<file path="config.mk">
export PLATFORM = sky130hd
export DESIGN_NAME = loong_decode_top
export DESIGN_NICKNAME = d
export VERILOG_FILES = /design/src/verilog/decode_pkg.sv /design/src/verilog/decode_if.sv /design/src/verilog/loong_decode_top.sv /design/src/verilog/decode_stage.sv /design/src/verilog/decoder_alu_2ri12.sv /design/src/verilog/decoder_alu_3r.sv /design/src/verilog/decoder_csr.sv /design/src/verilog/instr_fifo.sv
export SDC_FILE = /design/constraint.sdc
export NUM_CORES = 1
export LEC_CHECK = 0
export BUFFER_PORTS_ARGS = -buffer_cell sky130_fd_sc_hd__buf_4
export CAP_MARGIN = 25
export CELL_PAD_IN_SITES_DETAIL_PLACEMENT = 0
export CELL_PAD_IN_SITES_GLOBAL_PLACEMENT = 1
export CORE_MARGIN = 4
export CORE_UTILIZATION = 54
export CTS_BUF_LIST = sky130_fd_sc_hd__clkbuf_4 sky130_fd_sc_hd__clkbuf_8 sky130_fd_sc_hd__clkbuf_16
export DETAILED_ROUTE_END_ITERATION = 6
export GPL_TIMING_DRIVEN = 0
export PLACE_DENSITY = 0.83
export SLEW_MARGIN = 10
export SYNTH_ARGS = -nofsm -noshare
export SYNTH_HDL_FRONTEND = slang
export SYNTH_SLANG_ARGS = --single-unit
</file>
<file path="constraint.sdc">
create_clock -name clk -period 10.7 [get_ports clk]
set_input_delay 1.605 -clock clk [delete_from_list [all_inputs] [get_ports clk]]
set_output_delay 1.605 -clock clk [all_outputs]
set_load 0.05 [all_outputs]
</file>
<file path="src/verilog/decode_pkg.sv">
package decode_pkg;

    // Widths with a meaning
    typedef logic [31:0] instr_t;
    typedef logic [31:0] addr_t;
    typedef logic [31:0] data_t;
    typedef logic [4:0]  reg_addr_t;
    typedef logic [7:0]  alu_op_t;
    typedef logic [2:0]  alu_sel_t;

    // Buffer and credit sizing
    localparam int FIFO_DEPTH       = 4;
    localparam int FIFO_PTR_W       = $clog2(FIFO_DEPTH);
    localparam int FIFO_CNT_W       = $clog2(FIFO_DEPTH + 1);
    localparam int DISPATCH_CREDITS = 2;
    localparam int CREDIT_W         = $clog2(DISPATCH_CREDITS + 1);

    typedef logic [FIFO_PTR_W-1:0] fifo_ptr_t;
    typedef logic [FIFO_CNT_W-1:0] fifo_cnt_t;
    typedef logic [CREDIT_W-1:0]   credit_cnt_t;

    // Operation codes
    localparam alu_op_t OP_NOP     = 8'h00;
    localparam alu_op_t OP_CSRRD   = 8'h01;
    localparam alu_op_t OP_CSRWR   = 8'h02;
    localparam alu_op_t OP_CSRXCHG = 8'h03;
    localparam alu_op_t OP_ADD     = 8'h10;
    localparam alu_op_t OP_SUB     = 8'h11;
    localparam alu_op_t OP_AND     = 8'h20;
    localparam alu_op_t OP_OR      = 8'h21;
    localparam alu_op_t OP_XOR     = 8'h22;

    // Result classes
    localparam alu_sel_t SEL_NOP   = 3'b000;
    localparam alu_sel_t SEL_LOGIC = 3'b001;
    localparam alu_sel_t SEL_ARITH = 3'b010;
    localparam alu_sel_t SEL_CSR   = 3'b011;

    // CSR group, major opcode in bits 31:24
    localparam logic [7:0] OPC_CSR = 8'b0000_0100;

    // rj selects the CSR variant, anything else is csrxchg
    localparam reg_addr_t RJ_CSRRD = 5'd0;
    localparam reg_addr_t RJ_CSRWR = 5'd1;

    // Three-register group, opcode in bits 31:15
    localparam logic [16:0] OPC_ADD_W = 17'h00020;
    localparam logic [16:0] OPC_SUB_W = 17'h00022;
    localparam logic [16:0] OPC_AND   = 17'h00029;
    localparam logic [16:0] OPC_OR    = 17'h0002a;
    localparam logic [16:0] OPC_XOR   = 17'h0002b;

    // 12-bit immediate group, opcode in bits 31:22
    localparam logic [9:0] OPC_ADDI_W = 10'h00a;
    localparam logic [9:0] OPC_ANDI   = 10'h00d;
    localparam logic [9:0] OPC_ORI    = 10'h00e;
    localparam logic [9:0] OPC_XORI   = 10'h00f;

endpackage
</file>
<file path="src/verilog/decode_if.sv">
interface decode_if;

    logic                          result_valid;
    // Bit 1 is the rj slot, bit 0 the rk slot
    logic [1:0]                    reg_read_valid;
    decode_pkg::reg_addr_t [1:0]   reg_read_addr;
    logic                          reg_write_valid;
    decode_pkg::reg_addr_t         reg_write_addr;
    decode_pkg::data_t             imm;
    decode_pkg::alu_op_t           alu_op;
    decode_pkg::alu_sel_t          alu_sel;

    modport decoder (
        output result_valid, reg_read_valid, reg_read_addr,
        output reg_write_valid, reg_write_addr, imm, alu_op, alu_sel
    );

    modport stage (
        input result_valid, reg_read_valid, reg_read_addr,
        input reg_write_valid, reg_write_addr, imm, alu_op, alu_sel
    );

endinterface

</file>
<file path="src/verilog/loong_decode_top.sv">
module loong_decode_top (
    input  logic                        clk,
    input  logic                        rst_i,
    input  logic                        fetch_valid_i,
    input  decode_pkg::instr_t          fetch_instr_i,
    input  decode_pkg::addr_t           fetch_pc_i,
    output logic                        fetch_credit_o,
    input  logic                        dispatch_credit_i,
    output logic                        dec_valid_o,
    output logic                        dec_illegal_o,
    output decode_pkg::addr_t           dec_pc_o,
    output decode_pkg::alu_op_t         dec_alu_op_o,
    output decode_pkg::alu_sel_t        dec_alu_sel_o,
    output decode_pkg::data_t           dec_imm_o,
    output logic [1:0]                  dec_reg_read_valid_o,
    output decode_pkg::reg_addr_t [1:0] dec_reg_read_addr_o,
    output logic                        dec_reg_write_valid_o,
    output decode_pkg::reg_addr_t       dec_reg_write_addr_o
);

    logic               head_valid;
    decode_pkg::instr_t head_instr;
    decode_pkg::addr_t  head_pc;
    logic               pop;

    instr_fifo fifo_i (
        .clk          (clk),
        .rst_i        (rst_i),
        .push_valid_i (fetch_valid_i),
        .push_instr_i (fetch_instr_i),
        .push_pc_i    (fetch_pc_i),
        .pop_i        (pop),
        .head_valid_o (head_valid),
        .head_instr_o (head_instr),
        .head_pc_o    (head_pc),
        .credit_o     (fetch_credit_o)
    );

    decode_stage stage_i (
        .clk                   (clk),
        .rst_i                 (rst_i),
        .head_valid_i          (head_valid),
        .head_instr_i          (head_instr),
        .head_pc_i             (head_pc),
        .dispatch_credit_i     (dispatch_credit_i),
        .pop_o                 (pop),
        .dec_valid_o           (dec_valid_o),
        .dec_illegal_o         (dec_illegal_o),
        .dec_pc_o              (dec_pc_o),
        .dec_alu_op_o          (dec_alu_op_o),
        .dec_alu_sel_o         (dec_alu_sel_o),
        .dec_imm_o             (dec_imm_o),
        .dec_reg_read_valid_o  (dec_reg_read_valid_o),
        .dec_reg_read_addr_o   (dec_reg_read_addr_o),
        .dec_reg_write_valid_o (dec_reg_write_valid_o),
        .dec_reg_write_addr_o  (dec_reg_write_addr_o)
    );

endmodule

</file>
<file path="src/verilog/decode_stage.sv">
module decode_stage (
    input  logic                        clk,
    input  logic                        rst_i,
    input  logic                        head_valid_i,
    input  decode_pkg::instr_t          head_instr_i,
    input  decode_pkg::addr_t           head_pc_i,
    input  logic                        dispatch_credit_i,
    output logic                        pop_o,
    output logic                        dec_valid_o,
    output logic                        dec_illegal_o,
    output decode_pkg::addr_t           dec_pc_o,
    output decode_pkg::alu_op_t         dec_alu_op_o,
    output decode_pkg::alu_sel_t        dec_alu_sel_o,
    output decode_pkg::data_t           dec_imm_o,
    output logic [1:0]                  dec_reg_read_valid_o,
    output decode_pkg::reg_addr_t [1:0] dec_reg_read_addr_o,
    output logic                        dec_reg_write_valid_o,
    output decode_pkg::reg_addr_t       dec_reg_write_addr_o
);

    decode_if csr_res ();
    decode_if alu_3r_res ();
    decode_if alu_2ri12_res ();

    decoder_csr csr_dec_i (
        .instr_i  (head_instr_i),
        .result_o (csr_res.decoder)
    );

    decoder_alu_3r alu_3r_dec_i (
        .instr_i  (head_instr_i),
        .result_o (alu_3r_res.decoder)
    );

    decoder_alu_2ri12 alu_2ri12_dec_i (
        .instr_i  (head_instr_i),
        .result_o (alu_2ri12_res.decoder)
    );

    decode_pkg::credit_cnt_t     credits;
    logic                        illegal;
    logic [1:0]                  read_valid;
    decode_pkg::reg_addr_t [1:0] read_addr;
    logic                        write_valid;
    decode_pkg::reg_addr_t       write_addr;
    decode_pkg::data_t           imm;
    decode_pkg::alu_op_t         alu_op;
    decode_pkg::alu_sel_t        alu_sel;

    // Opcode spaces are disjoint, so at most one decoder claims the word
    always_comb begin
        illegal     = 1'b0;
        read_valid  = 2'b00;
        read_addr   = '0;
        write_valid = 1'b0;
        write_addr  = '0;
        imm         = '0;
        alu_op      = decode_pkg::OP_NOP;
        alu_sel     = decode_pkg::SEL_NOP;
        if (csr_res.result_valid) begin
            read_valid  = csr_res.reg_read_valid;
            read_addr   = csr_res.reg_read_addr;
            write_valid = csr_res.reg_write_valid;
            write_addr  = csr_res.reg_write_addr;
            imm         = csr_res.imm;
            alu_op      = csr_res.alu_op;
            alu_sel     = csr_res.alu_sel;
        end else if (alu_3r_res.result_valid) begin
            read_valid  = alu_3r_res.reg_read_valid;
            read_addr   = alu_3r_res.reg_read_addr;
            write_valid = alu_3r_res.reg_write_valid;
            write_addr  = alu_3r_res.reg_write_addr;
            imm         = alu_3r_res.imm;
            alu_op      = alu_3r_res.alu_op;
            alu_sel     = alu_3r_res.alu_sel;
        end else if (alu_2ri12_res.result_valid) begin
            read_valid  = alu_2ri12_res.reg_read_valid;
            read_addr   = alu_2ri12_res.reg_read_addr;
            write_valid = alu_2ri12_res.reg_write_valid;
            write_addr  = alu_2ri12_res.reg_write_addr;
            imm         = alu_2ri12_res.imm;
            alu_op      = alu_2ri12_res.alu_op;
            alu_sel     = alu_2ri12_res.alu_sel;
        end else begin
            illegal = 1'b1;
        end
    end

    // Credit is taken at pop, the record shows up one cycle later
    assign pop_o = head_valid_i && (credits != '0);

    always_ff @(posedge clk) begin
        if (rst_i) begin
            credits     <= decode_pkg::credit_cnt_t'(decode_pkg::DISPATCH_CREDITS);
            dec_valid_o <= 1'b0;
        end else begin
            credits <= credits - decode_pkg::credit_cnt_t'(pop_o)
                               + decode_pkg::credit_cnt_t'(dispatch_credit_i);
            dec_valid_o <= pop_o;
        end
    end

    // Record payload
    always_ff @(posedge clk) begin
        if (pop_o) begin
            dec_illegal_o         <= illegal;
            dec_pc_o              <= head_pc_i;
            dec_alu_op_o          <= alu_op;
            dec_alu_sel_o         <= alu_sel;
            dec_imm_o             <= imm;
            dec_reg_read_valid_o  <= read_valid;
            dec_reg_read_addr_o   <= read_addr;
            dec_reg_write_valid_o <= write_valid;
            dec_reg_write_addr_o  <= write_addr;
        end
    end

endmodule

</file>
<file path="src/verilog/decoder_alu_2ri12.sv">
// 2RI12 format is {opcode[10], si12[12], rj[5], rd[5]}
module decoder_alu_2ri12 (
    input decode_pkg::instr_t instr_i,
    decode_if.decoder         result_o
);

    decode_pkg::reg_addr_t rd;
    decode_pkg::reg_addr_t rj;
    logic [11:0]           imm12;
    decode_pkg::data_t     imm_sext;
    decode_pkg::data_t     imm_zext;

    assign rd       = instr_i[4:0];
    assign rj       = instr_i[9:5];
    assign imm12    = instr_i[21:10];
    assign imm_sext = {{20{imm12[11]}}, imm12};
    assign imm_zext = {20'b0, imm12};

    always_comb begin
        result_o.result_valid    = 1'b0;
        result_o.reg_read_valid  = 2'b00;
        result_o.reg_read_addr   = '0;
        result_o.reg_write_valid = 1'b0;
        result_o.reg_write_addr  = '0;
        result_o.imm             = '0;
        result_o.alu_op          = decode_pkg::OP_NOP;
        result_o.alu_sel         = decode_pkg::SEL_NOP;

        case (instr_i[31:22])
            decode_pkg::OPC_ADDI_W: begin
                result_o.result_valid = 1'b1;
                result_o.imm          = imm_sext;
                result_o.alu_op       = decode_pkg::OP_ADD;
                result_o.alu_sel      = decode_pkg::SEL_ARITH;
            end
            // Logic immediates are unsigned
            decode_pkg::OPC_ANDI: begin
                result_o.result_valid = 1'b1;
                result_o.imm          = imm_zext;
                result_o.alu_op       = decode_pkg::OP_AND;
                result_o.alu_sel      = decode_pkg::SEL_LOGIC;
            end
            decode_pkg::OPC_ORI: begin
                result_o.result_valid = 1'b1;
                result_o.imm          = imm_zext;
                result_o.alu_op       = decode_pkg::OP_OR;
                result_o.alu_sel      = decode_pkg::SEL_LOGIC;
            end
            decode_pkg::OPC_XORI: begin
                result_o.result_valid = 1'b1;
                result_o.imm          = imm_zext;
                result_o.alu_op       = decode_pkg::OP_XOR;
                result_o.alu_sel      = decode_pkg::SEL_LOGIC;
            end
            default: ;
        endcase

        // rj only, in its own slot
        if (result_o.result_valid) begin
            result_o.reg_read_valid   = 2'b10;
            result_o.reg_read_addr[1] = rj;
            result_o.reg_write_valid  = 1'b1;
            result_o.reg_write_addr   = rd;
        end
    end

endmodule

</file>
<file path="src/verilog/decoder_alu_3r.sv">
// 3R format is {opcode[17], rk[5], rj[5], rd[5]}
module decoder_alu_3r (
    input decode_pkg::instr_t instr_i,
    decode_if.decoder         result_o
);

    decode_pkg::reg_addr_t rd;
    decode_pkg::reg_addr_t rj;
    decode_pkg::reg_addr_t rk;

    assign rd = instr_i[4:0];
    assign rj = instr_i[9:5];
    assign rk = instr_i[14:10];

    always_comb begin
        result_o.result_valid    = 1'b0;
        result_o.reg_read_valid  = 2'b00;
        result_o.reg_read_addr   = '0;
        result_o.reg_write_valid = 1'b0;
        result_o.reg_write_addr  = '0;
        result_o.imm             = '0;
        result_o.alu_op          = decode_pkg::OP_NOP;
        result_o.alu_sel         = decode_pkg::SEL_NOP;

        case (instr_i[31:15])
            decode_pkg::OPC_ADD_W: begin
                result_o.result_valid = 1'b1;
                result_o.alu_op       = decode_pkg::OP_ADD;
                result_o.alu_sel      = decode_pkg::SEL_ARITH;
            end
            decode_pkg::OPC_SUB_W: begin
                result_o.result_valid = 1'b1;
                result_o.alu_op       = decode_pkg::OP_SUB;
                result_o.alu_sel      = decode_pkg::SEL_ARITH;
            end
            decode_pkg::OPC_AND: begin
                result_o.result_valid = 1'b1;
                result_o.alu_op       = decode_pkg::OP_AND;
                result_o.alu_sel      = decode_pkg::SEL_LOGIC;
            end
            decode_pkg::OPC_OR: begin
                result_o.result_valid = 1'b1;
                result_o.alu_op       = decode_pkg::OP_OR;
                result_o.alu_sel      = decode_pkg::SEL_LOGIC;
            end
            decode_pkg::OPC_XOR: begin
                result_o.result_valid = 1'b1;
                result_o.alu_op       = decode_pkg::OP_XOR;
                result_o.alu_sel      = decode_pkg::SEL_LOGIC;
            end
            default: ;
        endcase

        // Same register usage for the whole group
        if (result_o.result_valid) begin
            result_o.reg_read_valid   = 2'b11;
            result_o.reg_read_addr[1] = rj;
            result_o.reg_read_addr[0] = rk;
            result_o.reg_write_valid  = 1'b1;
            result_o.reg_write_addr   = rd;
        end
    end

endmodule

</file>
<file path="src/verilog/decoder_csr.sv">
// CSR format is {opcode[8], csr_num[14], rj[5], rd[5]}
module decoder_csr (
    input decode_pkg::instr_t instr_i,
    decode_if.decoder         result_o
);

    decode_pkg::reg_addr_t rd;
    decode_pkg::reg_addr_t rj;
    logic [13:0]           csr_num;

    assign rd      = instr_i[4:0];
    assign rj      = instr_i[9:5];
    assign csr_num = instr_i[23:10];

    always_comb begin
        // Unclaimed result stays all zero
        result_o.result_valid    = 1'b0;
        result_o.reg_read_valid  = 2'b00;
        result_o.reg_read_addr   = '0;
        result_o.reg_write_valid = 1'b0;
        result_o.reg_write_addr  = '0;
        result_o.imm             = '0;
        result_o.alu_op          = decode_pkg::OP_NOP;
        result_o.alu_sel         = decode_pkg::SEL_NOP;

        if (instr_i[31:24] == decode_pkg::OPC_CSR) begin
            result_o.result_valid    = 1'b1;
            result_o.reg_write_valid = 1'b1;
            result_o.reg_write_addr  = rd;
            result_o.imm             = {18'b0, csr_num};
            result_o.alu_sel         = decode_pkg::SEL_CSR;
            case (rj)
                decode_pkg::RJ_CSRRD: begin
                    result_o.alu_op = decode_pkg::OP_CSRRD;
                end
                decode_pkg::RJ_CSRWR: begin
                    // Old rd value goes out through the rk slot
                    result_o.alu_op           = decode_pkg::OP_CSRWR;
                    result_o.reg_read_valid   = 2'b01;
                    result_o.reg_read_addr[0] = rd;
                end
                default: begin
                    // rj is the write mask
                    result_o.alu_op           = decode_pkg::OP_CSRXCHG;
                    result_o.reg_read_valid   = 2'b11;
                    result_o.reg_read_addr[1] = rj;
                    result_o.reg_read_addr[0] = rd;
                end
            endcase
        end
    end

endmodule

</file>
<file path="src/verilog/instr_fifo.sv">
module instr_fifo (
    input  logic               clk,
    input  logic               rst_i,
    input  logic               push_valid_i,
    input  decode_pkg::instr_t push_instr_i,
    input  decode_pkg::addr_t  push_pc_i,
    input  logic               pop_i,
    output logic               head_valid_o,
    output decode_pkg::instr_t head_instr_o,
    output decode_pkg::addr_t  head_pc_o,
    output logic               credit_o
);

    decode_pkg::instr_t    mem_instr [decode_pkg::FIFO_DEPTH];
    decode_pkg::addr_t     mem_pc    [decode_pkg::FIFO_DEPTH];
    decode_pkg::fifo_ptr_t wr_ptr;
    decode_pkg::fifo_ptr_t rd_ptr;
    decode_pkg::fifo_cnt_t count;

    logic full;
    logic do_push;
    logic do_pop;

    assign full    = (count == decode_pkg::fifo_cnt_t'(decode_pkg::FIFO_DEPTH));
    assign do_push = push_valid_i && !full;
    assign do_pop  = pop_i && head_valid_o;

    assign head_valid_o = (count != '0);
    assign head_instr_o = mem_instr[rd_ptr];
    assign head_pc_o    = mem_pc[rd_ptr];

    // Entry storage
    always_ff @(posedge clk) begin
        if (do_push) begin
            mem_instr[wr_ptr] <= push_instr_i;
            mem_pc[wr_ptr]    <= push_pc_i;
        end
    end

    // Pointers wrap on their own since the depth is a power of two
    always_ff @(posedge clk) begin
        if (rst_i) begin
            wr_ptr   <= '0;
            rd_ptr   <= '0;
            count    <= '0;
            credit_o <= 1'b0;
        end else begin
            if (do_push) begin
                wr_ptr <= wr_ptr + 1'b1;
            end
            if (do_pop) begin
                rd_ptr <= rd_ptr + 1'b1;
            end
            count <= count + decode_pkg::fifo_cnt_t'(do_push)
                           - decode_pkg::fifo_cnt_t'(do_pop);
            // One credit back to fetch per freed entry
            credit_o <= do_pop;
        end
    end

endmodule

</file>
==> impl_results.md <==
- Outcome: completed
- CP arrival: 1.54 ns
- Placer Congestion: 0.7593
- Hold Crit Class: reg -> reg
- R2r setup slk: 7.92 ns
- Synthesis Warnings: 0
- GR Overflow Total: 0
- Total negative slack: 0 ns
- Placed cells: 1067
- Total Routing Usage GR: 0.1748
- Critical path cell sequence: buf_4 -> buf_4
- Antenna violations before repair: 0
- Required time worst endpoint: 9.10 ns
- P_leak: 5.416 nW
- Yosys cell types: 49
- # IOs: 164
- FP Rows: 55
- #FFs+latches synth: 340
- # diodes: 0
- Share of post-route cells with drive strength above 1: 0.3963
- H-tree levels: 2
- Fin Clk Skew: 0.01013 ns
- Largest net degree at the start of global routing: 41
- CP peak stage delay: 0.66 ns
- Slowest stage cell, crit path: edfxtp_1
- Gr busiest metal: met2
- Final worst slack: 7.557 ns
- Final core occ: 0.6760
- Drt pass-1 iters: 6
- Rel. slew slack: 0.3832
- Pwr per Cell Area: 306.7 mW/mm²
- Most used flip-flop cell after synthesis: edfxtp_1
- Post-synth EDFFs: 328
- Cell Area, Synth: 0.01263 mm²
- Clock-pin transition on the worst setup and hold timing paths: 0.06 ns
- Die ar.: 0.02590 mm²
- Maximum capacitance violations: 0
- Iter 0 DRT Violations: 294
- Post-CTS Setup Bufs: 0
- CTS tree: yes
- Area Overhead vs Synth: 22.29%
- Final worst-path cycle share: 0.2937
- RSZ-0062 raised after global routing: no
- Met1 Usage GRT: 0.2170
- Hold_buf cts: 0
- Finish-stage setup viols: 0
- Syn Area/Cell: 21.55 µm²
- Drt total wl: 22.26 mm
- Critical path class: reg -> out
- Fill cells: 1493
- WL per Instance: 19.73 µm
- Most frequent CP cell: buf_4
- Sequential share of the synthesized area: 0.7989
- Clock latency on the worst-skew pair: 0.50 ns
- Chip Height: 160.9 µm
- Min cycle time layout: 3.143 ns
- Pin slew with the least headroom to its limit: 0.9108 ns
- Die X: 160.9 µm
- # DRC: 0
- I/O Buffers: 158
- Max Fclk: 318.2 MHz
- Vias in the first global route: 6326
- Root buffer cell: clkbuf_16
- Post_cts resized: 0
- Finished Layout Cells: 1128
- Synthesized instance count: 586
- Core Area: 0.02285 mm²
- VDD IR-drop max: 0.2504 mV
- Async set-reset flop share out of synthesis: 0
- Met3 usage: 0.05543
- Final hold viol count: 0
- CP Capture Type: output port
- Vias post-DR: 5943
- Final HPWL from detailed placement: 14.64 mm
- First-pass GRT wire length: 35.08 mm
- Vias per inst: 5.269
- Max Slew Vio Count: 0
- Crit start category: flop
- Initial core utilization: 0.5528
- CTS buffer count: 36
- Clk sinks: 340
- Post-route antenna net violation count: 0
- Post-place setup slack: 7.233 ns
- Met2 Track Usage GR: 0.3018
- Worst hold slack: 0.5153 ns
- CP max FO: 18
- Deepest clock path buffer count: 3
- Final #Nets: 869
[worst max-delay path, delay by kind of cell, from the launching register on]
kind     cells  cell delay [ns]
flops        1             0.66
buf+inv      2             0.38
[flip-flops by register name, indices dropped and copies added (netlist names), 2 cells and up, named ones only]
register	count
stage_i.dec_reg_write_addr_o	5
stage_i.dec_alu_sel_o	2
stage_i.dec_reg_read_valid_o	2
fifo_i.count	3
fifo_i.wr_ptr	2
stage_i.dec_alu_op_o	4
fifo_i.mem_instr	128
stage_i.dec_pc_o	32
stage_i.dec_reg_read_addr_o	10
stage_i.dec_imm_o	15
fifo_i.mem_pc	128
stage_i.credits	2
fifo_i.rd_ptr	2
[final timing paths]
kind                            from                             end  cells after the start
max            stage_i.dec_imm_o[30]                   dec_imm_o[27]                      2
min               stage_i.credits[1]              stage_i.credits[1]                      2
max reg2reg  fifo_i.mem_instr[1][28]  stage_i.dec_reg_read_addr_o[9]                      5
min reg2reg       stage_i.credits[1]              stage_i.credits[1]                      2
[power breakdown]
part / leakage, nW / switching (mW) / internal [mW] / total, mW
sequential: 3.16 / 0.0903 / 1.81 / 1.90
combinational: 1.72 / 1.13 / 0.578 / 1.71
clock: 0.537 / 0.456 / 0.671 / 1.13
[synth_stat cells, types with 3 or more instances]
master	number	area (µm²)
a21oi_1	5	25.02
and2_1	4	25.02
buf_1	5	18.77
buf_2	3	15.01
buf_4	23	172.7
buf_6	3	33.78
clkbuf_1	8	30.03
dfxtp_1	12	240.2
edfxtp_1	328	9849
ha_1	8	100.1
inv_1	25	93.84
mux4_2	59	1329
nand2_1	7	26.28
nand2b_1	3	18.77
nor2_1	27	101.4
nor2b_1	4	25.02
nor3_1	3	15.01
nor3_2	6	60.06
nor3b_2	3	37.54
o21ai_0	4	20.02
o22ai_1	4	25.02
or4_1	3	22.52
xnor2_1	4	35.03
xor2_1	3	26.28
[cell families after synthesis]
| group | synth area share |
|---|---|
| xor+xnor | 0.004854 |
| compound gates | 0.01446 |
| other cells | 0.0002969 |
| fa+ha+maj | 0.009511 |
| simple gates | 0.03636 |
| buf+inv | 0.02883 |
| flops | 0.7989 |
| mux | 0.1068 |
[layout make-up]
| type | count | area, µm² | share of cell area |
|---|---|---|---|
| flip-flops and latches | 340 | 10090 | 0.6533 |
| multi-input cells | 183 | 2202 | 0.1426 |
| repair buffers | 164 | 1314 | 0.08506 |
| clock buffers | 44 | 978.4 | 0.06335 |
| well taps | 313 | 391.6 | 0.02536 |
| plain buffers | 42 | 270.3 | 0.01750 |
| clock inverters | 17 | 105.1 | 0.006805 |
| inverters | 25 | 93.84 | 0.006076 |
[per-layer routing]
metal  part of all wire  wire length [µm]
met2               0.52             11500
met1               0.38              8394
met3              0.088              1954
met5                  0                 0
met4              0.018               407
[metrics by stage]
| step | total power [mW] | instance area, µm² |
|---|---|---|
| 2_1_floorplan | 3.145 | 12640 |
| 3_3_place_gp | 3.603 | 14220 |
| 3_5_place_dp | 3.654 | 14360 |
| 4_1_cts | 4.794 | 15440 |
| 5_1_grt | 4.955 | 15440 |
| 6_report | 4.736 | 15440 |
[cell usage in the layout (no fill, tap or decap), drive strengths merged, types with 8 or more instances in the layout]
master,instances
edfxtp,328
buf,198
mux4,59
clkbuf,52
nor2,28
inv,26
clkinv,14
dfxtp,12
nor3,9
ha,8
Note: power is estimated with default switching activity, not from simulation.
